$ cat src/common/bubl_defines.svh
/* Bubble Bobble main-CPU bus glue
   Bus widths, memory map bounds and control register reset values */
`ifndef BUBL_DEFINES_SVH
`define BUBL_DEFINES_SVH

`define BUBL_AW          16
`define BUBL_DW          8
`define BUBL_ROM_AW      18
`define BUBL_WORK_AW     13
`define BUBL_WORK_DEPTH  6144     // 6 KB used out of the 8 KB window

// Bank arithmetic for the 8000-BFFF window
`define BUBL_BANK_OFS    4'd2
`define BUBL_BANK_XOR    3'd4
`define BUBL_UNMAPPED    8'hFF

// Memory map, inclusive bounds
`define BUBL_ROM_HI      16'hBFFF
`define BUBL_VRAM_LO     16'hC000
`define BUBL_VRAM_HI     16'hDFFF
`define BUBL_WORK_LO     16'hE000
`define BUBL_WORK_HI     16'hF7FF
`define BUBL_PAL_LO      16'hF800
`define BUBL_PAL_HI      16'hF9FF
`define BUBL_SND_LO      16'hFA00
`define BUBL_SND_HI      16'hFA7F
`define BUBL_MISC_LO     16'hFB40
`define BUBL_MISC_HI     16'hFB7F

`define BUBL_BANK_RST    3'd0
`define BUBL_BLACKN_RST  1'b0
`define BUBL_FLIP_RST    1'b0
`define BUBL_SUBRSTN_RST 1'b0
`define BUBL_MCURST_RST  1'b1

`endif

$ cat src/common/bubl_pkg.sv
/* Bubble Bobble bus glue types
   Data byte, CPU and ROM addresses, memory regions */
`include "bubl_defines.svh"

package bubl_pkg;

    typedef logic [`BUBL_DW-1:0]     bubl_byte_t;
    typedef logic [`BUBL_AW-1:0]     bubl_addr_t;
    typedef logic [`BUBL_ROM_AW-1:0] bubl_rom_addr_t;

    // Decoded target of a memory cycle
    typedef enum logic [2:0] {
        region_none  = 3'd0,
        region_rom   = 3'd1,
        region_vram  = 3'd2,
        region_work  = 3'd3,
        region_pal   = 3'd4,
        region_sound = 3'd5,
        region_misc  = 3'd6   // writes only
    } bubl_region_e;

endpackage

$ cat src/design/bus_decode.sv
/* Stage 1 of the main-CPU bus glue
   Registers the Z80 request, decodes the region and banks the ROM address */
`timescale 1ns/100ps
`include "bubl_defines.svh"

module bus_decode import bubl_pkg::*; (
    input  logic           clk24,
    input  logic           rst,
    input  logic           mreq_n,
    input  logic           rd_n,
    input  logic           wr_n,
    input  bubl_addr_t     addr,
    input  bubl_byte_t     cpu_dout,
    input  logic [2:0]     bank,
    input  logic           main_rom_ok,
    output bubl_region_e   region,
    output bubl_addr_t     cpu_addr,
    output bubl_byte_t     cpu_wdata,
    output logic           wr_stb,
    output logic           rd_stb,
    output logic           cpu_rnw,
    output logic           main_rom_cs,
    output bubl_rom_addr_t main_rom_addr,
    output logic           vram_cs,
    output logic           pal_cs,
    output logic           cpu_wait_n
);

bubl_region_e   region_d;
bubl_rom_addr_t rom_addr_d;

// Address decoder
always_comb begin
    region_d = region_none;
    if (!mreq_n) begin
        if (addr <= `BUBL_ROM_HI)
            region_d = region_rom;
        else if (addr >= `BUBL_VRAM_LO && addr <= `BUBL_VRAM_HI)
            region_d = region_vram;
        else if (addr >= `BUBL_WORK_LO && addr <= `BUBL_WORK_HI)
            region_d = region_work;
        else if (addr >= `BUBL_PAL_LO && addr <= `BUBL_PAL_HI)
            region_d = region_pal;
        else if (addr >= `BUBL_SND_LO && addr <= `BUBL_SND_HI)
            region_d = region_sound;
        else if (addr >= `BUBL_MISC_LO && addr <= `BUBL_MISC_HI)
            region_d = region_misc;
    end
end

// 8000-BFFF goes through the bank register, lower half is flat
always_comb begin
    if (addr[15])
        rom_addr_d = {({1'b0, bank} + `BUBL_BANK_OFS), addr[13:0]};
    else
        rom_addr_d = {2'b00, addr};
end

always_ff @(posedge clk24, posedge rst) begin
    if (rst) begin
        region      <= region_none;
        wr_stb      <= 1'b0;
        rd_stb      <= 1'b0;
        cpu_rnw     <= 1'b1;
        main_rom_cs <= 1'b0;
        vram_cs     <= 1'b0;
        pal_cs      <= 1'b0;
    end else begin
        region      <= region_d;
        wr_stb      <= !mreq_n && !wr_n;
        rd_stb      <= !mreq_n && !rd_n;
        cpu_rnw     <= mreq_n || wr_n;   // Low only during a write
        main_rom_cs <= region_d == region_rom;
        vram_cs     <= region_d == region_vram;
        pal_cs      <= region_d == region_pal;
    end
end

// Request payload
always_ff @(posedge clk24) begin
    cpu_addr      <= addr;
    cpu_wdata     <= cpu_dout;
    main_rom_addr <= rom_addr_d;
end

// Hold the CPU until SDRAM data is there
assign cpu_wait_n = !(main_rom_cs && !main_rom_ok);

endmodule

$ cat config.mk
export PLATFORM = sky130hd
export DESIGN_NAME = bus_decode
export DESIGN_NICKNAME = d
export VERILOG_FILES = /design/src/common/bubl_pkg.sv /design/src/design/bus_decode.sv
export VERILOG_INCLUDE_DIRS = /design/src /design/src/common
export SDC_FILE = /design/constraint.sdc
export NUM_CORES = 1
export LEC_CHECK = 0
export ABC_AREA = 1
export BUFFER_PORTS_ARGS = -buffer_cell sky130_fd_sc_hd__buf_2
export CAP_MARGIN = 20
export CORE_ASPECT_RATIO = 1.2
export CORE_MARGIN = 2
export CORE_UTILIZATION = 35
export CTS_CLUSTER_DIAMETER = 150
export CTS_CLUSTER_SIZE = 12
export DETAILED_ROUTE_END_ITERATION = 12
export PLACE_DENSITY = 0.74
export SLEW_MARGIN = 20
export SYNTH_ARGS = -nofsm -noshare
export SYNTH_HDL_FRONTEND = slang
export SYNTH_SLANG_ARGS = --single-unit
$ cat constraint.sdc
create_clock -name clk24 -period 0.8 [get_ports clk24]
set_input_delay 0.04 -clock clk24 [delete_from_list [all_inputs] [get_ports clk24]]
set_output_delay 0.04 -clock clk24 [all_outputs]
set_load 0.01 [all_outputs]
Word-level counts from Yosys, hierarchy flattened:

Cells that the tools add are included.

* flip-flop bits (word level): 51
* bits of input ports: 33
* word-level logic and storage cells: 48
* output and inout port bits: 52

* add/subtract/negate cells: 1
* reduce and logical (&&, ||, !) cells: 14
* equal/unequal tests: 3
* multiplexer cells: 8
* magnitude comparators: 11

Operator list (count)
* $le 16x16->1 const B: 6
* $ge 16x16->1 const B: 5
* $mux 3: 7
* $mux 15: 1
* $logic_and 1x1->1: 8
* $logic_not 1->1: 5
* $add 3x2->4 const B: 1
* $eq 3x1->1 const B: 1
* $eq 3x2->1 const B: 1
* $eq 3x3->1 const B: 1
* $logic_or 1x1->1: 1

Depth between registers and ports, before layout:

Gate-level depths: netlist (run 1).

* word-level depth: 10
* gate-level depth with buffers: 9
* mapped depth without buffers: 9

Worst setup path after synthesis (run 1):

OpenSTA, ideal clock, no wires.

* kind: input to register
* start point: input port addr[15]
* end point: register vram_cs
* arrival: 702 ps
* data required time: 685 ps
* path buffers: 0
* cell stages on the path: 9
* setup time: 115 ps
* setup slack: -17 ps
* path through: nand2_2 -> nor2_4 -> nand2_1 -> nor2_2 -> nand3_2 -> nand3_1 -> nand2_1 -> inv_2 -> nor2_1

* longest elaborated chain between the ends: 10
* elaborated cells between the ends (all ways): 24
* classes of those cells: order compare (11); eq/ne (1); mux (7); reduce/logical (5)

Ends and longest elaborated chain
* start: declaration: line bus_decode.sv:12 `input bubl_addr_t addr,`
* $ge 16x16->1 (no line) / $le 16x16->1 (equally long branches)
* $logic_and 1x1->1 (no line)
* $mux 3: line bus_decode.sv:46 `` else if (addr >= `BUBL_MISC_LO && addr <= `BUBL_MISC_HI) ``
* $mux 3: line bus_decode.sv:44 `` else if (addr >= `BUBL_SND_LO && addr <= `BUBL_SND_HI) ``
* $mux 3: line bus_decode.sv:42 `` else if (addr >= `BUBL_PAL_LO && addr <= `BUBL_PAL_HI) ``
* $mux 3: line bus_decode.sv:40 `` else if (addr >= `BUBL_WORK_LO && addr <= `BUBL_WORK_HI) ``
* $mux 3: line bus_decode.sv:38 `` else if (addr >= `BUBL_VRAM_LO && addr <= `BUBL_VRAM_HI) ``
* $mux 3 *: line bus_decode.sv:36 `` if (addr <= `BUBL_ROM_HI) ``
* $mux 3 *: line bus_decode.sv:35 `if (!mreq_n) begin`
* net region_d[2]: line bus_decode.sv:29 `bubl_region_e region_d;`
* $eq 3x2->1 *: line bus_decode.sv:74 `vram_cs <= region_d == region_vram;`
* end signal: assignment: line bus_decode.sv:74
* end: declaration: line bus_decode.sv:24 `output logic vram_cs,`

Mark *: on every way through the listed nets, which the timed path passes. The rest lies on a longest branch.
A chain may end at the register's enable or synchronous reset.

Worst setup path after layout (run 1):

* start point: register cpu_rnw
* end point: output port cpu_rnw

RTL lines
* start: declaration: line bus_decode.sv:21 `output logic cpu_rnw,`
* start signal: assignment: line bus_decode.sv:72 `cpu_rnw <= mreq_n || wr_n;`

No word-level cell between the ends.

==> run summary, run 1 <==
Outcome: complete, but fails checks
Failing checks: negative hold slack, negative setup slack
Max Clk Rate: 1072 MHz
Simple-gate share of the synthesized area: 17.86%
Crit path time final: 0.9327 ns
Die Y: 67.71 µm
Worst-path fanout max: 1
Worst Setup End Kind: primary output
Clock Sinks: 37
IO buf count: 84
GP Congestion: 0.8447
Final hold violation count: 2
# diodes: 0
Max_slew headroom: 79.65%
Switching Fraction: 22.36%
Comb power frac: 14.5%
Clk network pwr share: 33.3%
Antenna-violating nets left: 0
First-pass GRT wire length: 4.140 mm
Die Area: 3865 µm²
Hold Path Depth: 2
Synth cell types: 18
Routed WL per cell: 10.56 µm
DR iter-0 viols: 11
Global Route Usage Sum: 14.41%
Maxcap violations: 0
Top cell family by delay on the critical path: flip-flops
Vias in the first global route: 952
Worst EP arrival: 0.89 ns
Compound-Gate Fraction of Synth Area: 1.268%
Cell count after synthesis: 114
Total chip power: 3.804 mW
Setup repair bufs after CTS: 0
Vias: 1082
Pwr/cell area: 1888 nW/µm²
Die X: 57.09 µm
HPWL after DPL: 1.902 mm
CP bufs+invs: 1
Sequential power share: 52.3%
Final nets: 257
Largest family of logic cells by synthesized area: simple AND/OR/NAND/NOR gates
Clock Tree Root: clkbuf_8
Cell Area, Synth: 1184 µm²
Max stage delay on crit path: 0.53 ns
Area Growth Syn to Fin: 70.19%
Final TNS setup: -0.3096 ns
Worst slew pin tran: 0.3049 ns
Initial antenna violation count: 0
Internal power: 2.954 mW
Initial Util: 36.08%
Largest net degree at the start of global routing: 12
H-tree depth: 2
RSZ-0062 raised after global routing: yes
DR vias/cell: 4.146
Yosys warning total: 0
Final WL: 2.755 mm
DRT Pass-1 Iters: 2
#FFs+latches synth: 37
Critical path startpoint category: flop
Period Utilization, post-route: 116.6%
Share of layout cells above drive strength 1: 54.02%
Leak: 1.072 nW
Gr ovfl total: 0
Final WS setup: -0.1327 ns
CP Cell Sequence: buf_6
Peak VDD IR: 1.240 mV
CP Class: flop to primary output
Slowest CP cell: dfstp_2
Worst hold path class: input port to flop
Req. time, crit path: 0.76 ns
Max clock buf depth: 2
CTS tree: built
XOR/XNOR share of the synthesized area: 0%
Switching power: 850.4 µW
Num CTS Buffers: 5
Mux contribution to synthesized area: 0%
Synth Area in Adders: 1.057%
Fin util: 61.40%
Final Max Slew Viols: 0
Mapped Nets: 148
Row count: 23
Avg Cell Area, Syn: 10.38 µm²
Setup violations, final: 9
WHS: -0.009443 ns
Top Ports: 85
Sequential cell area fraction in the yosys report: 66.49%
Register clock-pin slew on the reported worst setup and hold paths: 0.07 ns
Final routed DRC violation total: 0
Crit path depth: 1
Core Footprint: 3281 µm²
-- repair_timing --
item                       4_1_cts  5_1_grt
gates resized for setup          2       18
hold endpoints to repair        35        0
pin swaps                        1        0
setup endpoints to repair       12       34
hold buffers                    26        0
-- kinds of logic (layout without fill, tap and decap cells) --
group	count (synthesis)	in the layout
flip-flops	37	37
adder cells (fa/ha/maj)	1	1
AND/OR/NAND/NOR	45	45
AO/OA/AOI/OAI	3	3
buffers and inverters	28	138
-- layout make-up --
class	instances	area (µm²)
timing repair buffer	116	767.0
multi-input combinational	49	256.5
tap	37	46.29
sequential	37	802.0
inverter	14	52.55
fill	273	1266
clock buffer	8	90.09
-- power by group through the flow --
| stage | logic (mW) | registers [mW] | clock network, mW |
|---|---|---|---|
| after global routing | 0.608 | 2.00 | 1.43 |
| after floorplan | 0.158 | 2.07 | 0 |
| after global placement | 0.430 | 2.01 | 0 |
| final | 0.550 | 1.99 | 1.27 |
| after detailed placement | 0.437 | 2.02 | 0 |
| after CTS | 0.538 | 1.98 | 1.33 |
-- per-layer routing --
metal,part of all wire [%],track usage (%),vias to the layer above
met5,0,0,-
met4,2.8,10.47,0
met3,8.5,3.640,6
met2,52,23.85,52
met1,36,16.09,475
li1,-,-,549
-- metrics by stage --
step	setup slack (ns)	cells	instance area, µm²
floorplan	0.001519	114	1196
global placement	-0.2035	228	1610
detailed placement	-0.2189	228	1610
CTS	-0.1453	262	1968
global route	-0.1669	261	2014
finish	-0.1327	261	2014
-- final timing paths --
path,start,slack [ns],end
worst max-delay path,cpu_rnw,-0.13,cpu_rnw
worst min-delay path,mreq_n,-0.009,region[1]
max in group asynchronous,rst,0.26,cpu_rnw
min in group asynchronous,rst,0.25,main_rom_cs
-- Yosys cell counts, drive strengths merged --
master,count,area share (%)
buf,14,8.9
dfxtp,28,47
dfstp,1,2.2
nand3,11,5.1
o21ai,1,0.42
dfrtp,8,17
a21oi,2,0.85
clkinv,1,0.32
ha,1,1.1
inv,13,4.1
nor3,1,0.42
nor2,16,6.6
nand2,17,5.8
-- state kept, by name, summed over array words and instances, names as in the netlist --
name           cells
cpu_addr          16
cpu_rnw            1
cpu_wdata          8
main_rom_addr      4
main_rom_cs        1
pal_cs             1
rd_stb             1
region             3
vram_cs            1
wr_stb             1
-- layout by cell type (no fill, tap or decap), drive strengths merged --
master,count
nand3,11
clkbuf,8
dfxtp,28
o21ai,1
a21oi,2
dfstp,1
dfrtp,8
inv,13
nor2,16
ha,1
dlygate4sd3,25
nand2,17
nor3,1
clkinv,1
buf,91
No activity file was read; power rests on OpenSTA's default activity.
==> run 2, diff against run 1 <==
--- a/config.mk
+++ b/config.mk
@@ -6,12 +6,11 @@
 export SDC_FILE = /design/constraint.sdc
 export NUM_CORES = 1
 export LEC_CHECK = 0
-export ABC_AREA = 1
 export BUFFER_PORTS_ARGS = -buffer_cell sky130_fd_sc_hd__buf_2
 export CAP_MARGIN = 20
 export CORE_ASPECT_RATIO = 1.2
 export CORE_MARGIN = 2
-export CORE_UTILIZATION = 35
+export CORE_UTILIZATION = 34
 export CTS_CLUSTER_DIAMETER = 150
 export CTS_CLUSTER_SIZE = 12
 export DETAILED_ROUTE_END_ITERATION = 12
==> run summary, run 2 <==
Outcome: complete, but fails checks
Failing checks: negative setup slack
DRT Pass-1 Iters: 4
# diodes: 0
Area Growth Syn to Fin: 95.34%
Final WL: 3.415 mm
Slowest CP cell: dfstp_2
CP Cell Sequence: buf_6
Sequential cell area fraction in the yosys report: 71.56%
Largest net degree at the start of global routing: 12
Maxcap violations: 0
Final nets: 229
Vias in the first global route: 1001
Worst hold path class: input port to flop
Area leader, netlist: dfxtp_1
Fillers: 221
Core Footprint: 3083 µm²
Crit path time final: 1.008 ns
Period Utilization, post-route: 126.0%
IO buf count: 84
Global Route Usage Sum: 18.28%
Row count: 22
Top-area cell type share of the netlist area: 50.97%
Vias: 1024
Post-synth top flop: dfxtp_1
Worst slew pin tran: 0.3392 ns
Top flop regs: cpu_addr x16, cpu_wdata x8, main_rom_addr x4
Clock Tree Root: clkbuf_4
Final TNS setup: -2.596 ns
Max stage delay on crit path: 0.54 ns
Final hold violation count: 0
Most common cell after layout, fill and taps aside: buf_2
Worst Setup End Kind: primary output
HPWL after DPL: 2.009 mm
WHS: 0.0002827 ns
Top reg by flops: cpu_addr
Clock Sinks: 37
DR iter-0 viols: 38
Worst EP arrival: 0.97 ns
Max clock buf depth: 2
GP Congestion: 0.6801
Sequential Area: 813.3 µm²
Synth cell types: 25
Antenna-violating nets left: 0
Die Area: 3708 µm²
Multi-input gate area: 196.4 µm²
Setup violations, final: 52
Final routed DRC violation total: 0
Leak: 1.064 nW
Fin util: 69.68%
Post-Place Cells: 194
Num CTS Buffers: 5
Worst-path fanout max: 1
Layout Cells excl Fill: 232
Max_slew headroom: 77.36%
Max Clk Rate: 992.4 MHz
CTS Hold Bufs: 30
Number of flops mapped to enable cells by yosys: 0
CTS tree: built
DR vias/cell: 4.414
Final WS setup: -0.2076 ns
Top cell family by delay on the critical path: flip-flops
Peak VDD IR: 1.414 mV
CP bufs+invs: 1
H-tree depth: 2
Setup repair bufs after CTS: 0
Initial antenna violation count: 0
Routed WL per cell: 14.72 µm
Final Max Slew Viols: 0
Die X: 55.92 µm
Die Y: 66.31 µm
Pwr/cell area: 1750 nW/µm²
Commonest cells in the netlist: dfxtp_1 (28), buf_4 (14), dfrtp_1 (8)
Critical path startpoint category: flop
Initial Util: 35.67%
Most frequent cells in the layout: buf_2 (47), buf_6 (37), dlygate4sd3_1 (30), dfxtp_2 (21)
#FFs+latches synth: 37
Ys async rst share: 24.32%
Req. time, crit path: 0.76 ns
Register clock-pin slew on the reported worst setup and hold paths: 0.10 ns
Cell count after synthesis: 80
First-pass GRT wire length: 4.933 mm
Mapped Nets: 114
Gr ovfl total: 0
RSZ-0062 raised after global routing: yes
Max FFs per register: 16
Yosys warning total: 0
Most frequent cell after synthesis: dfxtp_1
Cell Area, Synth: 1100 µm²
Dominant cells by area after synthesis: dfxtp_1 (51%), dfrtp_1 (18%), buf_4 (9.6%)
Total chip power: 3.760 mW
Top Ports: 85
CP Class: flop to primary output
Avg Cell Area, Syn: 13.75 µm²
Share of layout cells above drive strength 1: 65.82%
## run 2: final cells by class
class,instances,area share [%]
Multi-Input combinational cell,26,9.144
Tap cell,36,2.097
Clock inverter,1,0.2330
Sequential cell,37,37.86
Inverter,3,0.5242
Timing Repair Buffer,122,47.12
Clock buffer,7,3.029
## run 2: report_power, final
group	internal [mW]	leakage, nW	switching [mW]
registers	1.96	0.352	0.0590
logic	0.401	0.671	0.240
clock network	0.509	0.0413	0.592
total	2.87	1.06	0.891
## run 2: per-stage QoR
stage	setup WS, ns	cell area, µm²
floorplan	0.0004843	1100
global placement	-0.1677	1520
detailed placement	-0.2542	1520
CTS	-0.2158	2085
global route	-0.2577	2148
finish	-0.2076	2148
## run 2: cells by family (layout without fill, tap and decap cells)
group | after synthesis | count (layout) | share of synthesized area, %
adders and majority gates | 1 | 1 | 1.137
muxes | 1 | 1 | 1.024
DFF | 37 | 37 | 71.56
buffers and inverters | 17 | 133 | 10.58
AOI/OAI and AO/OA | 7 | 7 | 4.776
and+or+nand+nor | 17 | 17 | 10.92
## run 2: path summary, 6_finish.rpt
path / from / end / slack [ns] / cells after the start
setup / recovery: cpu_rnw / cpu_rnw / -0.21 / 1
hold / removal: mreq_n / region[1] / 0.0003 / 3
max in group asynchronous: rst / cpu_rnw / 0.31 / 3
min in group asynchronous: rst / region[2] / 0.19 / 3
## run 2: repair_timing
item,in CTS,in global routing
endpoints found under the setup margin,52,52
resized for setup,43,15
endpoints found under the hold margin,40,2
gates cloned,0,0
## run 2: metal layers
metal	vias to the layer above	track usage, %	routed length [µm]
li1	476	-	-
met5	-	0	0
met2	63	34.23	1839
met1	475	17.32	1148
met4	0	9.821	96
met3	10	6.654	330
==> run 3, diff against run 2 <==
--- a/config.mk
+++ b/config.mk
@@ -6,11 +6,12 @@
 export SDC_FILE = /design/constraint.sdc
 export NUM_CORES = 1
 export LEC_CHECK = 0
+export ABC_AREA = 1
 export BUFFER_PORTS_ARGS = -buffer_cell sky130_fd_sc_hd__buf_2
 export CAP_MARGIN = 20
 export CORE_ASPECT_RATIO = 1.2
 export CORE_MARGIN = 2
-export CORE_UTILIZATION = 34
+export CORE_UTILIZATION = 35
 export CTS_CLUSTER_DIAMETER = 150
 export CTS_CLUSTER_SIZE = 12
 export DETAILED_ROUTE_END_ITERATION = 12
==> constraint.sdc (replaced) <==
create_clock -name clk24 -period 0.8 [get_ports clk24]
set_input_delay 0.04 -clock clk24 [delete_from_list [all_inputs] [get_ports clk24]]
set_output_delay 0.04 -clock clk24 [all_outputs]
set_load 0.005 [all_outputs]
==> run summary, run 3 (synthesized netlist as in run 1, its figures left out) <==
Clock Tree Root: clkbuf_8
Pwr/cell area: 1901 nW/µm²
Die Y: 67.71 µm
RSZ-0062 raised after global routing: yes
Vias in the first global route: 947
Hold Path Depth: 2
DR vias/cell: 4.119
Fillers: 284
Sequential Area: 792.0 µm²
Largest net degree at the start of global routing: 12
Setup violations, final: 7
Failing checks: negative hold slack, negative setup slack
IO buf count: 84
Row count: 23
Slowest CP cell: dfstp_2
Die X: 57.09 µm
Max Clk Rate: 1079 MHz
Worst slew pin tran: 0.3030 ns
DR iter-0 viols: 10
Most common cell after layout, fill and taps aside: buf_2
Worst hold path class: input port to flop
Final WL: 2.730 mm
Die Area: 3865 µm²
Period Utilization, post-route: 115.9%
Final Max Slew Viols: 0
Total chip power: 3.738 mW
WHS: -0.01128 ns
DRT Pass-1 Iters: 4
Max clock buf depth: 2
CP bufs+invs: 1
Worst-path fanout max: 1
Top flop regs: cpu_addr x16, cpu_wdata x8, main_rom_addr x4
WHS Endpoint: region[1]
# diodes: 0
Share of layout cells above drive strength 1: 50.45%
Num CTS Buffers: 5
Top Ports: 85
Routed WL per cell: 10.46 µm
Final WS setup: -0.1270 ns
HPWL after DPL: 1.902 mm
Req. time, crit path: 0.76 ns
First-pass GRT wire length: 4.126 mm
CTS tree: built
Area Growth Syn to Fin: 66.17%
Setup repair bufs after CTS: 0
Worst Setup End Kind: primary output
Final nets: 257
Peak VDD IR: 1.229 mV
Critical path startpoint category: flop
Max stage delay on crit path: 0.53 ns
Clock Sinks: 37
Vias: 1075
Register clock-pin slew on the reported worst setup and hold paths: 0.07 ns
Hold path start: mreq_n
H-tree depth: 2
Maxcap violations: 0
Max_slew headroom: 79.78%
Top cell family by delay on the critical path: flip-flops
Final TNS setup: -0.2264 ns
Initial antenna violation count: 0
Gr ovfl total: 0
Top reg by flops: cpu_addr
Most frequent cells in the layout: buf_2 (83), dlygate4sd3_1 (25), dfxtp_1 (24), nand2_1 (14), nor2_1 (13)
CP Class: flop to primary output
Leak: 1.061 nW
Worst EP arrival: 0.89 ns
Final routed DRC violation total: 0
Final hold violation count: 3
Antenna-violating nets left: 0
Multi-input gate area: 256.5 µm²
Crit path time final: 0.9270 ns
Global Route Usage Sum: 14.37%
Initial Util: 36.08%
Max FFs per register: 16
CP Cell Sequence: buf_6
Core Footprint: 3281 µm²
Outcome: complete, but fails checks
GP Congestion: 0.8447
==> run 3: changes by cell type in the layout (fill, tap and decap cells not counted), sizes merged, moves of 5 or more <==
cell,delta
inv,+10
nand3,+10
nor2,+14
nand2,+14
dlygate4sd3,-5
==> run 3: worst max-delay path by stage <==
stage,start,to,slack [ns],depth (start not counted)
2_1_floorplan,addr[15],pal_cs,0.002,9
3_3_place_gp,addr[15],main_rom_cs,-0.20,10
3_5_place_dp,addr[15],pal_cs,-0.22,10
4_1_cts,cpu_rnw,cpu_rnw,-0.14,1
5_1_grt,cpu_rnw,cpu_rnw,-0.16,1
6_report,cpu_rnw,cpu_rnw,-0.13,1
==> run 3: layer usage <==
layer	up-vias	part of all wire (%)	global-route usage [%]	routed length, µm
met5	-	0	0	0
met4	0	2.9	10.47	80
met3	7	8.3	3.640	227
met2	52	51	23.85	1403
met1	467	37	15.97	1018
li1	549	-	-	-
==> run 3: timing repair <==
item,in CTS,in global routing
resized for setup,0,6
setup endpoints to repair,10,19
pin swaps,1,0
hold buffers,26,0
hold endpoints to repair,35,0
==> run 3: final cells by class <==
cell class              instances  share of cell area (%)
well taps                      37                   2.354
inverters                      14                   2.672
multi-input cells              49                   13.04
repair buffers                116                   37.09
flip-flops and latches         37                   40.27
clock buffers                   8                   4.580
==> run 3: power by group <==
part / switching, mW / internal, mW / leakage, nW / total [mW]
sequential: 0.0305 / 1.95 / 0.352 / 1.98
clock: 0.578 / 0.702 / 0.0455 / 1.28
combinational: 0.200 / 0.279 / 0.663 / 0.479
==> run 3: through the flow <==
step | instance area [µm²] | utilization (%) | cells | setup WS, ns | hold WS, ns
final | 1967 | 59.95 | 261 | -0.1270 | -0.01128
after global routing | 1967 | 59.95 | 261 | -0.1597 | 0.008567
after CTS | 1961 | 59.76 | 262 | -0.1370 | 0.0009959
after detailed placement | 1610 | 49.08 | 228 | -0.2189 | 0.001209
after global placement | 1610 | 49.08 | 228 | -0.2035 | -0.005071
after floorplan | 1196 | - | 114 | 0.001519 | -0.1328
